<file path="src/verilog/exc_pkg.sv">
`default_nettype none

package exc_pkg;

    // ------------------------------------------------------------
    // widths with a meaning
    // ------------------------------------------------------------

    typedef logic [7:0]  vector_t;
    typedef logic [15:0] error_code_t;
    typedef logic [31:0] eip_t;
    // instruction bytes already taken by a stage
    typedef logic [3:0]  consumed_t;

    // ------------------------------------------------------------
    // architectural vector numbers
    // ------------------------------------------------------------

    localparam vector_t VEC_DE = 8'd0;
    localparam vector_t VEC_DB = 8'd1;
    localparam vector_t VEC_BP = 8'd3;
    localparam vector_t VEC_OF = 8'd4;
    localparam vector_t VEC_BR = 8'd5;
    localparam vector_t VEC_UD = 8'd6;
    localparam vector_t VEC_NM = 8'd7;
    localparam vector_t VEC_DF = 8'd8;
    localparam vector_t VEC_TS = 8'd10;
    localparam vector_t VEC_NP = 8'd11;
    localparam vector_t VEC_SS = 8'd12;
    localparam vector_t VEC_GP = 8'd13;
    localparam vector_t VEC_PF = 8'd14;
    localparam vector_t VEC_AC = 8'd17;

    // nesting classes used for double fault promotion
    typedef enum logic [1:0] {
        CLASS_BENIGN,
        CLASS_CONTRIBUTORY,
        CLASS_PAGE_FAULT,
        CLASS_DOUBLE_FAULT
    } fault_class_t;

    // ------------------------------------------------------------
    // fault records between blocks
    // ------------------------------------------------------------

    // per stage report, 62 bits
    typedef struct packed {
        logic        valid;
        logic        front;
        vector_t     vector;
        error_code_t error_code;
        eip_t        eip;
        consumed_t   consumed;
    } stage_fault_t;

    // winning fault with resolved eip, 56 bits
    typedef struct packed {
        vector_t     vector;
        error_code_t error_code;
        eip_t        eip;
    } fault_req_t;

    // decided fault, raw error code, 57 bits
    typedef struct packed {
        vector_t     vector;
        error_code_t error_code;
        eip_t        eip;
        logic        nested;
    } delivery_t;

    // what the microcode loads, 57 bits
    typedef struct packed {
        vector_t     vector;
        error_code_t error_code;
        logic        push_error;
        eip_t        eip;
    } exc_event_t;

    // DE and TS..GP are contributory
    function automatic fault_class_t fault_class_of(vector_t v);
        if (v == VEC_DE || (v >= VEC_TS && v <= VEC_GP)) return CLASS_CONTRIBUTORY;
        if (v == VEC_DF) return CLASS_DOUBLE_FAULT;
        if (v == VEC_PF) return CLASS_PAGE_FAULT;
        return CLASS_BENIGN;
    endfunction

endpackage

`default_nettype wire

</file>
<file path="src/verilog/exc_output.sv">
`timescale 1ns/1ps
`default_nettype none

module exc_output import exc_pkg::*; (
    input  logic       clk,
    input  logic       rst_n,

    // from tracker
    input  logic       deliver,
    input  delivery_t  dlv,
    input  logic       halt,

    input  logic       real_mode,

    // to microcode
    output logic       exc_load,
    output exc_event_t exc_event,
    output logic       pipe_reset,
    output logic       shutdown
);

    logic        push_vec;
    error_code_t code_fmt;
    exc_event_t  event_nxt;

    // ------------------------------------------------------------
    // error code formatting
    // ------------------------------------------------------------

    // bit 0 is the external flag, set on a nested delivery
    always_comb begin
        if (real_mode) begin
            code_fmt = '0;
        end else if (dlv.vector == VEC_PF || dlv.vector == VEC_DF) begin
            code_fmt = dlv.error_code;
        end else begin
            code_fmt = {dlv.error_code[15:1], dlv.nested};
        end
    end

    // vectors that push an error code in protected mode
    assign push_vec = (dlv.vector == VEC_DF) || (dlv.vector == VEC_TS) ||
                      (dlv.vector == VEC_NP) || (dlv.vector == VEC_SS) ||
                      (dlv.vector == VEC_GP) || (dlv.vector == VEC_PF) ||
                      (dlv.vector == VEC_AC);

    always_comb begin
        event_nxt.vector     = dlv.vector;
        event_nxt.error_code = code_fmt;
        event_nxt.push_error = !real_mode && push_vec;
        event_nxt.eip        = dlv.eip;
    end

    // ------------------------------------------------------------
    // registered load
    // ------------------------------------------------------------

    always_ff @(posedge clk) begin
        if (!rst_n) begin
            exc_load <= 1'b0;
        end else begin
            exc_load <= deliver;
        end
    end

    always_ff @(posedge clk) begin
        if (deliver) begin
            exc_event <= event_nxt;
        end
    end

    // flush the pipe on delivery, hold it through shutdown
    assign pipe_reset = deliver || halt;
    assign shutdown   = halt;

endmodule

`default_nettype wire

</file>
<file path="src/verilog/exception_unit.sv">
`timescale 1ns/1ps
`default_nettype none

module exception_unit import exc_pkg::*; #(
    parameter int SHUTDOWN_DEPTH = 3
) (
    input  logic         clk,
    input  logic         rst_n,

    // stage fault reports
    input  stage_fault_t dec_fault,
    input  stage_fault_t rd_fault,
    input  stage_fault_t exe_fault,
    input  stage_fault_t wr_fault,

    input  logic         real_mode,
    input  logic         handler_done,

    // microcode side
    output logic         exc_load,
    output exc_event_t   exc_event,
    output logic         pipe_reset,
    output logic         shutdown
);

    // ------------------------------------------------------------
    // internal links
    // ------------------------------------------------------------

    logic       capture_ready;
    logic       req_valid;
    fault_req_t req;
    logic       deliver;
    delivery_t  dlv;
    logic       halt;

    // priority pick and eip
    fault_capture u_fault_capture (
        .clk           (clk),
        .rst_n         (rst_n),
        .dec_fault     (dec_fault),
        .rd_fault      (rd_fault),
        .exe_fault     (exe_fault),
        .wr_fault      (wr_fault),
        .capture_ready (capture_ready),
        .req_valid     (req_valid),
        .req           (req)
    );

    // nesting, promotion, shutdown
    fault_tracker #(
        .SHUTDOWN_DEPTH (SHUTDOWN_DEPTH)
    ) u_fault_tracker (
        .clk           (clk),
        .rst_n         (rst_n),
        .req_valid     (req_valid),
        .req           (req),
        .handler_done  (handler_done),
        .capture_ready (capture_ready),
        .deliver       (deliver),
        .dlv           (dlv),
        .halt          (halt)
    );

    // error code format and load strobe
    exc_output u_exc_output (
        .clk        (clk),
        .rst_n      (rst_n),
        .deliver    (deliver),
        .dlv        (dlv),
        .halt       (halt),
        .real_mode  (real_mode),
        .exc_load   (exc_load),
        .exc_event  (exc_event),
        .pipe_reset (pipe_reset),
        .shutdown   (shutdown)
    );

endmodule

`default_nettype wire

</file>
<file path="src/verilog/fault_capture.sv">
`timescale 1ns/1ps
`default_nettype none

module fault_capture import exc_pkg::*; (
    input  logic         clk,
    input  logic         rst_n,

    // stage reports
    input  stage_fault_t dec_fault,
    input  stage_fault_t rd_fault,
    input  stage_fault_t exe_fault,
    input  stage_fault_t wr_fault,

    // from tracker
    input  logic         capture_ready,

    // request to tracker
    output logic         req_valid,
    output fault_req_t   req
);

    // ------------------------------------------------------------
    // stage ordering, index 0 wins
    // ------------------------------------------------------------

    localparam int NUM_STAGES = 4;
    localparam int IDX_WR     = 0;
    localparam int IDX_EXE    = 1;
    localparam int IDX_RD     = 2;
    localparam int IDX_DEC    = 3;

    stage_fault_t             stage [NUM_STAGES];
    logic [NUM_STAGES-1:0]    hit;
    logic                     any_hit;
    logic                     take;
    stage_fault_t             sel;
    logic                     sel_is_dec;
    fault_req_t               req_nxt;

    assign stage[IDX_WR]  = wr_fault;
    assign stage[IDX_EXE] = exe_fault;
    assign stage[IDX_RD]  = rd_fault;
    assign stage[IDX_DEC] = dec_fault;

    // only the stage holding the oldest instruction may fault
    always_comb begin
        for (int i = 0; i < NUM_STAGES; i++) begin
            hit[i] = stage[i].valid && stage[i].front;
        end
    end

    assign any_hit = |hit;
    assign take    = capture_ready && any_hit;

    // walk from lowest priority up so the last hit wins
    always_comb begin
        sel        = stage[IDX_DEC];
        sel_is_dec = 1'b1;
        for (int i = NUM_STAGES - 1; i >= 0; i--) begin
            if (hit[i]) begin
                sel        = stage[i];
                sel_is_dec = (i == IDX_DEC);
            end
        end
    end

    // ------------------------------------------------------------
    // faulting eip
    // ------------------------------------------------------------

    // back up over consumed bytes to the instruction start
    // decode has consumed nothing yet
    // traps BP and OF point past the instruction
    function automatic eip_t resolve_eip(stage_fault_t f, logic is_dec);
        logic is_trap;
        is_trap = (f.vector == VEC_BP) || (f.vector == VEC_OF);
        if (is_dec || is_trap) begin
            return f.eip;
        end
        return f.eip - eip_t'(f.consumed);
    endfunction

    always_comb begin
        req_nxt.vector     = sel.vector;
        req_nxt.error_code = sel.error_code;
        req_nxt.eip        = resolve_eip(sel, sel_is_dec);
    end

    // ------------------------------------------------------------
    // request register
    // ------------------------------------------------------------

    // single pulse, tracker drops ready while it is high
    always_ff @(posedge clk) begin
        if (!rst_n) begin
            req_valid <= 1'b0;
        end else begin
            req_valid <= take;
        end
    end

    // payload only moves on a capture
    always_ff @(posedge clk) begin
        if (take) begin
            req <= req_nxt;
        end
    end

endmodule

`default_nettype wire

</file>
<file path="src/verilog/fault_tracker.sv">
`timescale 1ns/1ps
`default_nettype none

module fault_tracker import exc_pkg::*; #(
    parameter int SHUTDOWN_DEPTH = 3
) (
    input  logic       clk,
    input  logic       rst_n,

    // from capture
    input  logic       req_valid,
    input  fault_req_t req,

    // handler finished, nesting unwinds
    input  logic       handler_done,

    output logic       capture_ready,
    output logic       deliver,
    output delivery_t  dlv,
    output logic       halt
);

    typedef enum logic [1:0] {
        ST_IDLE,
        ST_PROMOTED,
        ST_SHUTDOWN
    } state_t;

    // count never passes SHUTDOWN_DEPTH
    localparam int CNT_W = $clog2(SHUTDOWN_DEPTH + 1);

    state_t           state;
    state_t           state_nxt;
    logic [CNT_W-1:0] count;
    fault_class_t     last_type;
    fault_req_t       promo;
    fault_req_t       cur;
    fault_class_t     cur_class;
    logic             active;
    logic             nested;
    logic             go_shutdown;
    logic             go_promote;

    // ------------------------------------------------------------
    // decision
    // ------------------------------------------------------------

    // promoted DF is re-decided one cycle later
    assign cur       = (state == ST_PROMOTED) ? promo : req;
    assign active    = (state == ST_PROMOTED) || (state == ST_IDLE && req_valid);
    assign cur_class = fault_class_of(cur.vector);
    assign nested    = (count != '0);

    // too deep, or a fault on top of a DF
    assign go_shutdown = active && ((count >= CNT_W'(SHUTDOWN_DEPTH)) ||
                         (nested && last_type == CLASS_DOUBLE_FAULT));

    assign go_promote = active && !go_shutdown && nested &&
                        (cur_class != CLASS_DOUBLE_FAULT) &&
                        ((last_type == CLASS_CONTRIBUTORY && cur_class == CLASS_CONTRIBUTORY) ||
                         (last_type == CLASS_PAGE_FAULT &&
                          (cur_class == CLASS_CONTRIBUTORY || cur_class == CLASS_PAGE_FAULT)));

    assign deliver = active && !go_shutdown && !go_promote;

    always_comb begin
        dlv.vector     = cur.vector;
        dlv.error_code = cur.error_code;
        dlv.eip        = cur.eip;
        dlv.nested     = nested;
    end

    // no new sample while a request is being handled
    assign capture_ready = (state == ST_IDLE) && !req_valid;
    assign halt          = (state == ST_SHUTDOWN);

    // ------------------------------------------------------------
    // state
    // ------------------------------------------------------------

    always_comb begin
        state_nxt = state;
        case (state)
            ST_IDLE, ST_PROMOTED: begin
                if (go_shutdown) begin
                    state_nxt = ST_SHUTDOWN;
                end else if (go_promote) begin
                    state_nxt = ST_PROMOTED;
                end else if (active) begin
                    state_nxt = ST_IDLE;
                end
            end
            // left only through reset
            ST_SHUTDOWN: state_nxt = ST_SHUTDOWN;
            default:     state_nxt = ST_IDLE;
        endcase
    end

    always_ff @(posedge clk) begin
        if (!rst_n) begin
            state     <= ST_IDLE;
            count     <= '0;
            last_type <= CLASS_BENIGN;
        end else begin
            state <= state_nxt;
            if (handler_done && state != ST_SHUTDOWN) begin
                count <= '0;
            end else if (deliver) begin
                count <= count + 1'b1;
            end
            if (deliver) begin
                last_type <= cur_class;
            end
        end
    end

    // DF carries a zero error code and the original eip
    always_ff @(posedge clk) begin
        if (go_promote) begin
            promo.vector     <= VEC_DF;
            promo.error_code <= '0;
            promo.eip        <= cur.eip;
        end
    end

endmodule

`default_nettype wire
</file>
<file path="config.mk">
export PLATFORM = sky130hd
export DESIGN_NAME = exception_unit
export DESIGN_NICKNAME = d
export VERILOG_FILES = /design/src/verilog/exc_pkg.sv /design/src/verilog/exc_output.sv /design/src/verilog/exception_unit.sv /design/src/verilog/fault_capture.sv /design/src/verilog/fault_tracker.sv
export SDC_FILE = /design/constraint.sdc
export NUM_CORES = 1
export LEC_CHECK = 0
export BUFFER_PORTS_ARGS = -buffer_cell sky130_fd_sc_hd__buf_4
export CAP_MARGIN = 20
export CORE_ASPECT_RATIO = 0.7
export CORE_MARGIN = 5
export CORE_UTILIZATION = 26
export DETAILED_ROUTE_END_ITERATION = 10
export PLACE_DENSITY_LB_ADDON = 0.2
export SYNTH_ARGS = -nofsm -noshare
export SYNTH_HDL_FRONTEND = slang
export SYNTH_SLANG_ARGS = --single-unit
</file>
<file path="constraint.sdc">
create_clock -name clk -period 13.04 [get_ports clk]
set_input_delay 3.26 -clock clk [delete_from_list [all_inputs] [get_ports clk]]
set_output_delay 3.26 -clock clk [all_outputs]
set_load 0.02 [all_outputs]
</file>
# == After elaboration in Yosys (flattened, before gate mapping) ==
# Cells that the tools add are included.
# totals
register_bits,153
inputBits,252
out_inout_bits,60
word_cells,109
# classes
n_addsub,2
n_lt_le_gt_ge,3
n_eq_ne,19
muxes,27
bitwise_logic,1
reduce_logical,44
# ops
cell,n
$mux 60,3
$mux 32,2
$mux 56,1
$eq 8x4->1 const B,6
$sub 32x4->32,1
$logic_and 1x1->1,19
$mux 2,9
$logic_or 1x1->1,15
$mux 1,11
$eq 2x2->1 const B,4
$eq 8x2->1 const B,1
$eq 8x3->1 const B,1
$eq 8x5->1 const B,1
$ge 8x4->1 const B,1
$le 8x4->1 const B,1
$logic_not 8->1,1
$eq 2x1->1 const B,3
$logic_not 1->1,4
$ne 2x2->1 const B,2
$ne 4x1->1 const B,1
$pmux 2 s2,1
$reduce_or 2->1,2
$reduce_or 4->1,1
$add 2x1->2 const B,1
other kinds (4),4

# == Longest topological paths before layout ==
# Gate-level depths: netlist (run 1).
# depth
depth_word,20
depth_mapped,20
mapped_depth_nobuf,15

# == Modules after synthesis ==
# Synthesis (run 1) repeated with hierarchy kept, for this count alone.
# unflattened
hier_cells,821
area_unflattened_um2,8892.3
# by_module_without_submodules
module,instances,cells_per_inst,area_each_um2
fault_capture,1,584,5017.3
exc_output,1,91,1956.9
fault_tracker,1,146,1918.1

# == Worst setup path after synthesis (run 1) ==
# OpenSTA, ideal clock, no wires.
# synth_path
kind,input port to flip-flop
start,input port wr_fault[60] (netlist name)
end,"register, netlist name u_fault_capture.req[0]"
setup_ps,611
t_arrival_ps,9527
path_slack_ps,2903
stages,8
n_path_buf,3
cell_sequence,buf_2 -> and2_4 -> buf_6 -> nor2_2 -> buf_2 -> nand2_1 -> a21oi_1 -> nor4_1
# synth_between
elab_chain_cells,3
# synth_rtl
element,line,source
start: declaration,exception_unit.sv:14,"input stage_fault_t wr_fault,"
$logic_and 1x1->1,fault_capture.sv:48,hit[i] = stage[i].valid && stage[i].front;
$reduce_or 4->1,fault_capture.sv:52,assign any_hit = |hit;
$logic_and 1x1->1,fault_capture.sv:53,assign take = capture_ready && any_hit;
net u_fault_capture.take,fault_capture.sv:35,logic take;
# The timed path passes the listed nets, and every way through them passes these cells.
# A chain may end at the register's enable or synchronous reset.

==> impl_results.rst, run 1 <==
.. list-table::
   :header-rows: 1

   * - Metric
     - Value
   * - Outcome
     - finished clean
   * - RSZ-0062 raised after global routing
     - false
   * - Clock latency at the later pin of the worst-skew pair
     - 430 ps
   * - Top achievable clock speed
     - 153 MHz
   * - Switching part of the total power
     - between 20% and 30%
   * - Clock net sink count
     - ~150
   * - Synthesized cell area
     - 8340 µm²
   * - Cell Rows
     - between 50 and 60
   * - Final Critical Period
     - 6530 ps
   * - Critical R2R Launch
     - u_fault_tracker.state[0]$_SDFFE_PN0P_
   * - I/O Buffers
     - 311
   * - Dpl cell area
     - 11100 µm²
   * - Via count of the routed design
     - approximately 7500
   * - I/O Pins
     - 312
   * - Maximum number of pins on one net before global-route repair
     - 63
   * - Xor/xnor share of the synthesized area
     - 3.25%
   * - Commonest cells after routing, fill and taps aside
     - sky130_fd_sc_hd__buf_4, sky130_fd_sc_hd__nand2_1, sky130_fd_sc_hd__edfxtp_1, sky130_fd_sc_hd__a21oi_1, sky130_fd_sc_hd__o21ai_0
   * - Setup clock skew after layout
     - 9.39 ps
   * - Final standard cell utilization of the core
     - 37.0%
   * - Vertical die dimension
     - 160 µm
   * - Area growth from synthesis to final layout
     - 39.3%
   * - Initial Util
     - 26.6%
   * - Die Wd
     - around 220 µm
   * - Final-layout fill cell count
     - 3246
   * - Count of flip-flops with a built-in enable after synthesis
     - 145
   * - Endpoints failing setup
     - 0
   * - Final cell area excluding filler cells
     - 11600 µm²
   * - Setup Total Neg Slack
     - 0 ps
   * - First-pass DRT Iterations
     - 5
   * - Lkg Pwr
     - 4.76 nW
   * - Slew HR
     - roughly 33%
   * - Number of cells upsized or downsized after cts
     - 0
   * - Floorplan die area
     - 35800 µm²
   * - Worst Path Required
     - 13230 ps
   * - Via count of the first global-routing pass
     - approximately 7500
   * - Combinational Power Share
     - approximately a fifth
   * - Routability congestion estimate from global placement
     - just under 0.9
   * - Final cycle utilization of the critical path
     - 50.1%
   * - Fraction of the mapped netlist area in adder cells
     - 1.14%
   * - Hold Crit Depth
     - 1
   * - Fraction of layout cells with a size suffix above 1
     - about a third
   * - Class of the worst hold path
     - reg -> reg
   * - Primary FF master, synth
     - sky130_fd_sc_hd__edfxtp_1
   * - Transition time at the pin with the least slew margin
     - around 990 ps
   * - Clock tree from TritonCTS
     - done
   * - Most common cell after layout, fill and taps aside
     - sky130_fd_sc_hd__buf_4
   * - Htree depth
     - 4
   * - Final net count
     - 1387
   * - Drt total wl
     - approximately 33000 µm
   * - Standard cell core area
     - between 30000 and 40000 µm²
   * - Timing startpoint of the critical path
     - exe_fault[61]
   * - Share of total power in the clock network
     - 34.4%
   * - Switching power of the nets
     - 399 µW
   * - Maximum number of buffers from clock root to sink
     - 2
   * - Number of max-cap violations
     - 0
   * - Num CTS Buffers
     - 17
   * - Dominant combinational cell family by area after synthesis
     - simple AND/OR/NAND/NOR gates
   * - Critical Path Fanout Max
     - 32
   * - Gate Count Post-Synth
     - 840
   * - Final Hold Fails
     - 0
   * - Share of power burned in registers
     - 45.0%
   * - Total half-perimeter wirelength after legalization and detailed placement
     - 25200 µm
   * - Capturing element type of the critical path
     - flop
   * - #FFs+latches synth
     - 153
   * - Depth of the worst register-to-register path
     - 6
   * - Number of vias per cell after detailed routing
     - 4.80
   * - Global-route wire length before repair
     - 48500 µm
   * - R2R setup slack
     - about 10000 ps
   * - Area fraction in and, or, nand and nor cells after synthesis
     - between 20 and 25%
   * - Residual DRC
     - 0
   * - Congestion Overflow GR
     - 0
   * - Destination of the worst register-to-register timing path
     - u_exc_output.exc_event[44]$_SDFFCE_PP0P_
   * - Post-synthesis async set-or-reset flop share
     - 0%
   * - All-Layer GR Usage
     - 17.9%
   * - Post-synthesis compound-gate area fraction
     - 13.5%
   * - Synthesized area per cell
     - 9.93 µm²
   * - Kind of start point of the critical path
     - input pin
   * - Number of DRC markers after the initial detailed-route iteration
     - 593
   * - End point of the most critical hold path
     - u_exc_output.exc_event[44]$_SDFFCE_PP0P_
   * - Buffers inserted by post-CTS timing repair
     - 0
   * - Sequential area share after synthesis
     - 54.1%
   * - Count of unique library cells instantiated by Yosys
     - 62
   * - Number of hold buffers added after cts
     - 0
   * - HP Start
     - u_fault_capture.req[43]$_DFFE_PP_
   * - Library cell used as clock root buffer
     - sky130_fd_sc_hd__clkbuf_16
   * - CTS clk-pin slew, worst paths
     - 70 ps
   * - Multiplexer share of the synthesized area
     - 2.20%
   * - Category of the most critical setup path
     - in -> reg
   * - Synthesized netlist net count
     - approximately 1100
   * - Worst-case vdd ir drop
     - roughly 0.056 mV
   * - Number of slew-limit violations in the final report
     - 0
   * - Post-route ant nets
     - 0
   * - Per-cell routed wire length
     - 20.9 µm
   * - Number of antenna violations at the first check in global routing
     - 5
   * - Number of warning messages in the yosys log
     - 0
   * - Pint
     - 970 µW
   * - Cell Pwr Density
     - 118 nW/µm²
   * - Arrival time at the worst endpoint
     - about 6700 ps
-- power groups by stage --
stage                     clock, mW  sequential [mW]  combinational (mW)
after floorplan                   0            0.640               0.130
after global placement            0            0.626               0.283
after detailed placement          0            0.626               0.285
after CTS                     0.482            0.615               0.286
after global routing          0.505            0.619               0.310
final                         0.470            0.615               0.283
-- through the flow --
stage               hold WS, ps  setup slack [ps]  power, mW  instances
finish                      517              6510       1.37       1562
global route                531              6110       1.43       1562
floorplan                   497              2900      0.770        840
CTS                         520              6500       1.38       1560
detailed placement          504              6040      0.911       1528
global placement            499              6070      0.909       1528
-- final cells by class --
type | count | area, µm² | area share [%]
antenna | 1 | 2.50 | 0.0215
clock inverter | 14 | 111 | 0.958
inverter | 16 | 60.1 | 0.517
multi-input combinational | 616 | 3540 | 30.5
sequential | 153 | 4510 | 38.8
clock buffer | 18 | 429 | 3.69
tap | 420 | 526 | 4.52
timing repair buffer | 324 | 2440 | 21.0
-- critical path, cell delays in order --
cell                       delay (ps)
sky130_fd_sc_hd__buf_4            100
sky130_fd_sc_hd__and2_2           540
sky130_fd_sc_hd__buf_4            440
sky130_fd_sc_hd__a21oi_1           70
sky130_fd_sc_hd__a21oi_1          110
sky130_fd_sc_hd__o21ai_0          110
sky130_fd_sc_hd__ha_1             360
sky130_fd_sc_hd__nor2b_1          140
sky130_fd_sc_hd__o21ai_0          150
sky130_fd_sc_hd__nand2b_1          90
sky130_fd_sc_hd__or2_2            340
sky130_fd_sc_hd__inv_1            160
sky130_fd_sc_hd__nand4_4          210
sky130_fd_sc_hd__or4_1            510
sky130_fd_sc_hd__o211a_1          120
-- routing by layer --
layer	vias to the layer above	wire, µm	global-route usage (%)
met5	-	45	0
met4	8	436	4.29
met3	29	2070	4.24
met2	243	14700	27.2
met1	3584	15400	25.7
li1	3631	-	-
-- logic make-up (layout without fill, tap and decap cells) --
family / after synthesis / count (layout)
compound gates: 182 / 182
xor+xnor: 31 / 31
fa+ha+maj: 7 / 7
buf+inv: 71 / 372
flops: 153 / 153
mux: 18 / 18
other cells: 0 / 1
simple gates: 378 / 378
-- registers in the layout, summed over array words and instances, names as in the netlist --
name	flops
u_exc_output.exc_event	57
u_exc_output.exc_load	1
u_fault_capture.req	56
u_fault_capture.req_valid	1
u_fault_tracker.count	2
u_fault_tracker.last_type	2
u_fault_tracker.promo	32
u_fault_tracker.state	2
-- how the worst max path moves through the flow --
stage | to | slack (ps) | cells past startpoint
after global placement | u_fault_capture.req[16]$_DFFE_PP_ | 6070 | 15
after global routing | u_fault_capture.req[23]$_DFFE_PP_ | 6110 | 16
after detailed placement | u_fault_capture.req[16]$_DFFE_PP_ | 6040 | 15
final | u_fault_capture.req[16]$_DFFE_PP_ | 6510 | 15
after CTS | u_fault_capture.req[16]$_DFFE_PP_ | 6500 | 15
after floorplan | u_fault_capture.req[0]$_DFFE_PP_ | 2900 | 8
-- synth_stat cells (2+ instances only) --
cell	count	area share [%]
sky130_fd_sc_hd__a211o_1	3	0.31
sky130_fd_sc_hd__a211oi_1	12	1.1
sky130_fd_sc_hd__a21oi_1	67	4.0
sky130_fd_sc_hd__a221oi_1	7	0.73
sky130_fd_sc_hd__a2bb2oi_1	2	0.21
sky130_fd_sc_hd__a311oi_1	8	0.84
sky130_fd_sc_hd__a31o_2	2	0.21
sky130_fd_sc_hd__a31oi_1	3	0.22
sky130_fd_sc_hd__and2_1	26	1.9
sky130_fd_sc_hd__and2_4	2	0.21
sky130_fd_sc_hd__and3_1	13	0.97
sky130_fd_sc_hd__and4_1	3	0.31
sky130_fd_sc_hd__and4b_1	2	0.24
sky130_fd_sc_hd__buf_1	9	0.40
sky130_fd_sc_hd__buf_2	10	0.60
sky130_fd_sc_hd__buf_4	2	0.18
sky130_fd_sc_hd__buf_6	3	0.40
sky130_fd_sc_hd__clkbuf_1	31	1.4
sky130_fd_sc_hd__dfxtp_1	8	1.9
sky130_fd_sc_hd__edfxtp_1	145	52
sky130_fd_sc_hd__ha_1	6	0.90
sky130_fd_sc_hd__inv_1	16	0.72
sky130_fd_sc_hd__mux2_2	3	0.40
sky130_fd_sc_hd__mux2i_1	15	1.8
sky130_fd_sc_hd__nand2_1	177	8.0
sky130_fd_sc_hd__nand2b_1	7	0.52
sky130_fd_sc_hd__nand3_1	43	2.6
sky130_fd_sc_hd__nand3b_1	10	0.90
sky130_fd_sc_hd__nand4_1	4	0.30
sky130_fd_sc_hd__nor2_1	47	2.1
sky130_fd_sc_hd__nor2b_1	10	0.75
sky130_fd_sc_hd__nor3_1	12	0.72
sky130_fd_sc_hd__nor4_1	4	0.30
sky130_fd_sc_hd__o211ai_1	5	0.45
sky130_fd_sc_hd__o21ai_0	51	3.1
sky130_fd_sc_hd__o221ai_1	5	0.52
sky130_fd_sc_hd__o22ai_1	2	0.15
sky130_fd_sc_hd__o31a_1	4	0.42
sky130_fd_sc_hd__o31ai_1	4	0.36
sky130_fd_sc_hd__or2_2	2	0.15
sky130_fd_sc_hd__or3_1	3	0.22
sky130_fd_sc_hd__or4_1	3	0.27
sky130_fd_sc_hd__xnor2_1	21	2.2
sky130_fd_sc_hd__xor2_1	10	1.0
No activity file was read; power rests on OpenSTA's default activity.
==> run 2, diff against run 1 <==
- ABC_AREA: not set -> 1
- clock period: 13.04 -> 6.4 ns (I/O delays scaled with it)
==> run 2 against run 1 <==
Effect of this change: sequential share of layout area decreased by 1.8 points; die area increased by 6.4%; total power increased by 110%; setup slack got worse by 4800 ps; final area increased by 5.0%; critical endpoint is now u_fault_capture.req[20]$_DFFE_PP_; largest cell class unchanged; largest power group unchanged.
==> impl_results.rst, run 2 <==
.. list-table::
   :header-rows: 1

   * - Metric
     - Value
   * - Register containing the most flip-flops in the final layout
     - u_exc_output.exc_event
   * - Post-route ant nets
     - 0 (unchanged)
   * - Cell occurring most often along the worst timing path
     - sky130_fd_sc_hd__nand2_1
   * - Primary FF master, synth
     - sky130_fd_sc_hd__edfxtp_1
   * - Number of antenna violations at the first check in global routing
     - 0 (-5)
   * - Share of power burned in registers
     - 42.8% (-2.2 points)
   * - All-Layer GR Usage
     - 16.7% (-1.1 points)
   * - #FFs+latches synth
     - 153 (unchanged)
   * - Worst-case vdd ir drop
     - 0.138 mV (+150%)
   * - Worst Path Required
     - 6580 ps (-6650 ps)
   * - Maximum number of pins on one net before global-route repair
     - 57 (-9.5%)
   * - Slew HR
     - 47.7% (+14 points)
   * - Kind of start point of the critical path
     - input pin
   * - Die Wd
     - 231 µm (+3.2%)
   * - Maximum number of buffers from clock root to sink
     - 2 (unchanged)
   * - Combinational Power Share
     - 21.4% (+0.7 points)
   * - Floorplan die area
     - 38100 µm² (+6.4%)
   * - Depth of the worst register-to-register path
     - 13 (+7)
   * - Synthesized area per cell
     - 7.92 µm² (-20%)
   * - Area growth from synthesis to final layout
     - 36.9%
   * - Category of the most critical setup path
     - in -> reg
   * - Number of hold buffers added after cts
     - 0 (unchanged)
   * - Setup clock skew after layout
     - 8.18 ps (-1.21 ps)
   * - Drt total wl
     - 32800 µm (+0.30%)
   * - Final setup slack of the worst path
     - 1740 ps (-4770 ps)
   * - Synth area leaders
     - sky130_fd_sc_hd__edfxtp_1, sky130_fd_sc_hd__nand2_1, sky130_fd_sc_hd__nor2_1
   * - Post-synthesis async set-or-reset flop share
     - 0% (unchanged)
   * - Count of unique library cells instantiated by Yosys
     - 40 (-35%)
   * - Congestion Overflow GR
     - 0 (unchanged)
   * - Final cycle utilization of the critical path
     - 72.9%
   * - I/O Pins
     - 312 (unchanged)
   * - Fin Hold WS
     - 455 ps (-62.7 ps)
   * - Most common cell after layout, fill and taps aside
     - sky130_fd_sc_hd__nand2_1
   * - CTS clk-pin slew, worst paths
     - 60 ps (about the same)
   * - Synthesized cell area
     - 8910 µm² (+6.8%)
   * - Critical Path Fanout Max
     - 22 (-31%)
   * - I/O Buffers
     - 311 (unchanged)
   * - Worst setup timing slack at the placement stage
     - 1300 ps (-4740 ps)
   * - Cell Pwr Density
     - 240 nW/µm² (+100%)
   * - Critical path's largest stage delay
     - 440 ps (-100 ps)
   * - CP max stage cell
     - sky130_fd_sc_hd__inv_2
   * - Cell Chain, Critical Path
     - buf_4 > nand2_4 > nand2_2 > inv_2 > buf_4 > a31oi_1 > inv_1 > fa_1 > inv_1 > nand2_1 > a21oi_1 > nor2_1 > nand2_1 > nor2_2 > nand2_1 > nor2_2 > inv_2 > nor2_1 > nand2_1 > nand2_1 > nand2_1
   * - Num CTS Buffers
     - 17 (unchanged)
   * - Largest registers ranked by flip-flop count
     - u_exc_output.exc_event: 57 flops, u_fault_capture.req: 56 flops, u_fault_tracker.promo: 32 flops
   * - Number of vias per cell after detailed routing
     - 4.51 (-6.1%)
   * - Area share of the leading cell type in the synthesized netlist
     - 48.9% (-3.3 points)
   * - Transition time at the pin with the least slew margin
     - 784 ps (-205 ps)
   * - Commonest cells after routing, fill and taps aside
     - sky130_fd_sc_hd__nand2_1, sky130_fd_sc_hd__buf_4, sky130_fd_sc_hd__nor2_1, sky130_fd_sc_hd__edfxtp_1, sky130_fd_sc_hd__inv_1
   * - Outcome
     - finished clean
   * - Per-cell routed wire length
     - 17.6 µm (-16%)
   * - Htree depth
     - 4 (unchanged)
   * - RSZ-0062 raised after global routing
     - false
   * - Endpoints failing setup
     - 0 (unchanged)
   * - Residual DRC
     - 0 (unchanged)
   * - HP Start
     - u_fault_tracker.state[1]$_SDFFE_PN0P_
   * - Final Hold Fails
     - 0 (unchanged)
   * - Most instantiated library cell after synthesis
     - sky130_fd_sc_hd__nand2_1
   * - Share of total power in the clock network
     - 35.8% (+1.4 points)
   * - Buffers inserted by post-CTS timing repair
     - 0 (unchanged)
   * - Via count of the first global-routing pass
     - 7995 (+5.9%)
   * - Capturing element type of the critical path
     - flop
   * - Ranking of synthesized cells by instance count
     - sky130_fd_sc_hd__nand2_1, sky130_fd_sc_hd__nor2_1, sky130_fd_sc_hd__edfxtp_1
   * - Gate Count Post-Synth
     - 1126 (+34%)
   * - Sequential area share after synthesis
     - 50.7% (-3.5 points)
   * - Max FFs per register
     - 57 (unchanged)
   * - Synthesized netlist net count
     - 1385 (+26%)
   * - Pint
     - 2.10 mW (+120%)
   * - Number of max-cap violations
     - 0 (unchanged)
   * - Number of cells upsized or downsized after cts
     - 0 (unchanged)
   * - Standard cell core area
     - 33600 µm² (+7.0%)
   * - Number of DRC markers after the initial detailed-route iteration
     - 530 (-11%)
   * - Hold Crit Depth
     - 1 (unchanged)
   * - Switching part of the total power
     - 28.0% (-1.1 points)
   * - Clock latency at the later pin of the worst-skew pair
     - 430 ps (about the same)
   * - Initial Util
     - 26.5% (-0.056 points)
   * - Class of the worst hold path
     - reg -> reg
   * - Lkg Pwr
     - 5.62 nW (+18%)
   * - Cell type with the largest total area after synthesis
     - sky130_fd_sc_hd__edfxtp_1
   * - Clock tree from TritonCTS
     - done
   * - Final Critical Period
     - 4660 ps
   * - R2R setup slack
     - 3120 ps (-7270 ps)
   * - Arrival time at the worst endpoint
     - 4850 ps (-1880 ps)
   * - Cell Rows
     - 56 (+3.7%)
   * - Global-route wire length before repair
     - 48600 µm (about the same)
   * - Clock net sink count
     - 153 (unchanged)
   * - Routability congestion estimate from global placement
     - 0.868 (+0.22%)
   * - Setup Total Neg Slack
     - 0 ps (unchanged)
   * - First-pass DRT Iterations
     - 5 (unchanged)
   * - Final net count
     - 1677 (+21%)
   * - Total half-perimeter wirelength after legalization and detailed placement
     - 25800 µm (+2.5%)
   * - Fraction of layout cells with a size suffix above 1
     - 28.1% (-4.9 points)
   * - Destination of the worst register-to-register timing path
     - u_exc_output.exc_event[43]$_SDFFCE_PP0P_
   * - Count of flip-flops with a built-in enable after synthesis
     - 145 (unchanged)
   * - Critical R2R Launch
     - u_fault_tracker.state[1]$_SDFFE_PN0P_
   * - Number of warning messages in the yosys log
     - 0 (unchanged)
   * - End point of the most critical hold path
     - u_fault_tracker.state[0]$_SDFFE_PN0P_
   * - Library cell used as clock root buffer
     - sky130_fd_sc_hd__clkbuf_16
   * - Switching power of the nets
     - 820 µW (+110%)
   * - Top achievable clock speed
     - 214 MHz
   * - Number of slew-limit violations in the final report
     - 0 (unchanged)
   * - Vertical die dimension
     - 165 µm (+3.1%)
   * - Number of antenna cells inserted
     - 0 (-1)
   * - Via count of the routed design
     - 8410 (+12%)
run 2: changes by cell type in the layout (fill, tap and decap cells not counted), moves of 10 or more:
cell                       change
sky130_fd_sc_hd__a21oi_1      -37
sky130_fd_sc_hd__and2_1       -23
sky130_fd_sc_hd__and3_1       -13
sky130_fd_sc_hd__inv_1        +91
sky130_fd_sc_hd__mux2i_1      -15
sky130_fd_sc_hd__nand2_1     +188
sky130_fd_sc_hd__nand2_2      +11
sky130_fd_sc_hd__nand3_1      +26
sky130_fd_sc_hd__nand3b_1     -10
sky130_fd_sc_hd__nor2_1      +150
sky130_fd_sc_hd__o21ai_0      -32
sky130_fd_sc_hd__xnor2_1      -14
run 2: worst max-delay path, delay by kind of cell:
family | cells | cell delay [ps]
adder cells (fa/ha/maj) | 1 | 220
buffers and inverters | 6 | 1110
AND/OR/NAND/NOR | 12 | 1640
AO/OA/AOI/OAI | 2 | 260
run 2: layout make-up:
class,instances,area (µm²)
fillers,3570,21400
flip-flops and latches,153,4510
multi-input cells,805,3650
repair buffers,324,2440
well taps,435,544
clock buffers,22,464
inverters,117,442
clock inverters,10,143
run 2: worst max path at each step:
| stage | end | slack, ps | startpoint | cells past startpoint |
|---|---|---|---|---|
| after global routing | u_fault_capture.req[30]$_DFFE_PP_ | 1360 | wr_fault[61] | 19 |
| final | u_fault_capture.req[20]$_DFFE_PP_ | 1740 | wr_fault[61] | 21 |
| after floorplan | u_fault_capture.req[0]$_DFFE_PP_ | 1250 | wr_fault[61] | 8 |
| after CTS | u_fault_capture.req[20]$_DFFE_PP_ | 1740 | wr_fault[61] | 21 |
| after global placement | u_fault_capture.req[20]$_DFFE_PP_ | 1390 | wr_fault[61] | 21 |
| after detailed placement | u_fault_capture.req[20]$_DFFE_PP_ | 1300 | wr_fault[61] | 21 |
run 2: power groups by stage:
stage | Sequential, mW | Combinational [mW] | Clock [mW]
4_1_cts | 1.25 | 0.631 | 1.07
3_3_place_gp | 1.28 | 0.623 | 0
6_report | 1.25 | 0.625 | 1.05
3_5_place_dp | 1.27 | 0.629 | 0
5_1_grt | 1.26 | 0.694 | 1.12
2_1_floorplan | 1.30 | 0.304 | 0
run 2: logic make-up (layout without fill, tap and decap cells):
logic type	after synthesis	after routing	share of synthesized area, %
flip-flops	153	153	50.7
buffers and inverters	168	473	8.55
AO/OA/AOI/OAI	80	80	5.29
XOR/XNOR	15	15	1.47
AND/OR/NAND/NOR	703	703	33.0
adder cells (fa/ha/maj)	7	7	1.07
run 2: metal layers:
layer | vias to the layer above | global-route usage (%) | share of wire (%)
li1 | 4197 | - | -
met1 | 3933 | 23.9 | 47
met2 | 250 | 25.1 | 45
met3 | 30 | 4.45 | 6.4
met4 | 0 | 4.45 | 1.7
met5 | - | 0 | 0
run 2: through the flow:
stage | area, µm² | util [%] | total power, mW | cells
2_1_floorplan | 8910 | - | 1.61 | 1126
3_3_place_gp | 11600 | 34.4 | 1.90 | 1833
3_5_place_dp | 11600 | 34.4 | 1.90 | 1833
4_1_cts | 12200 | 36.2 | 2.96 | 1865
5_1_grt | 12200 | 36.3 | 3.07 | 1866
6_report | 12200 | 36.3 | 2.92 | 1866
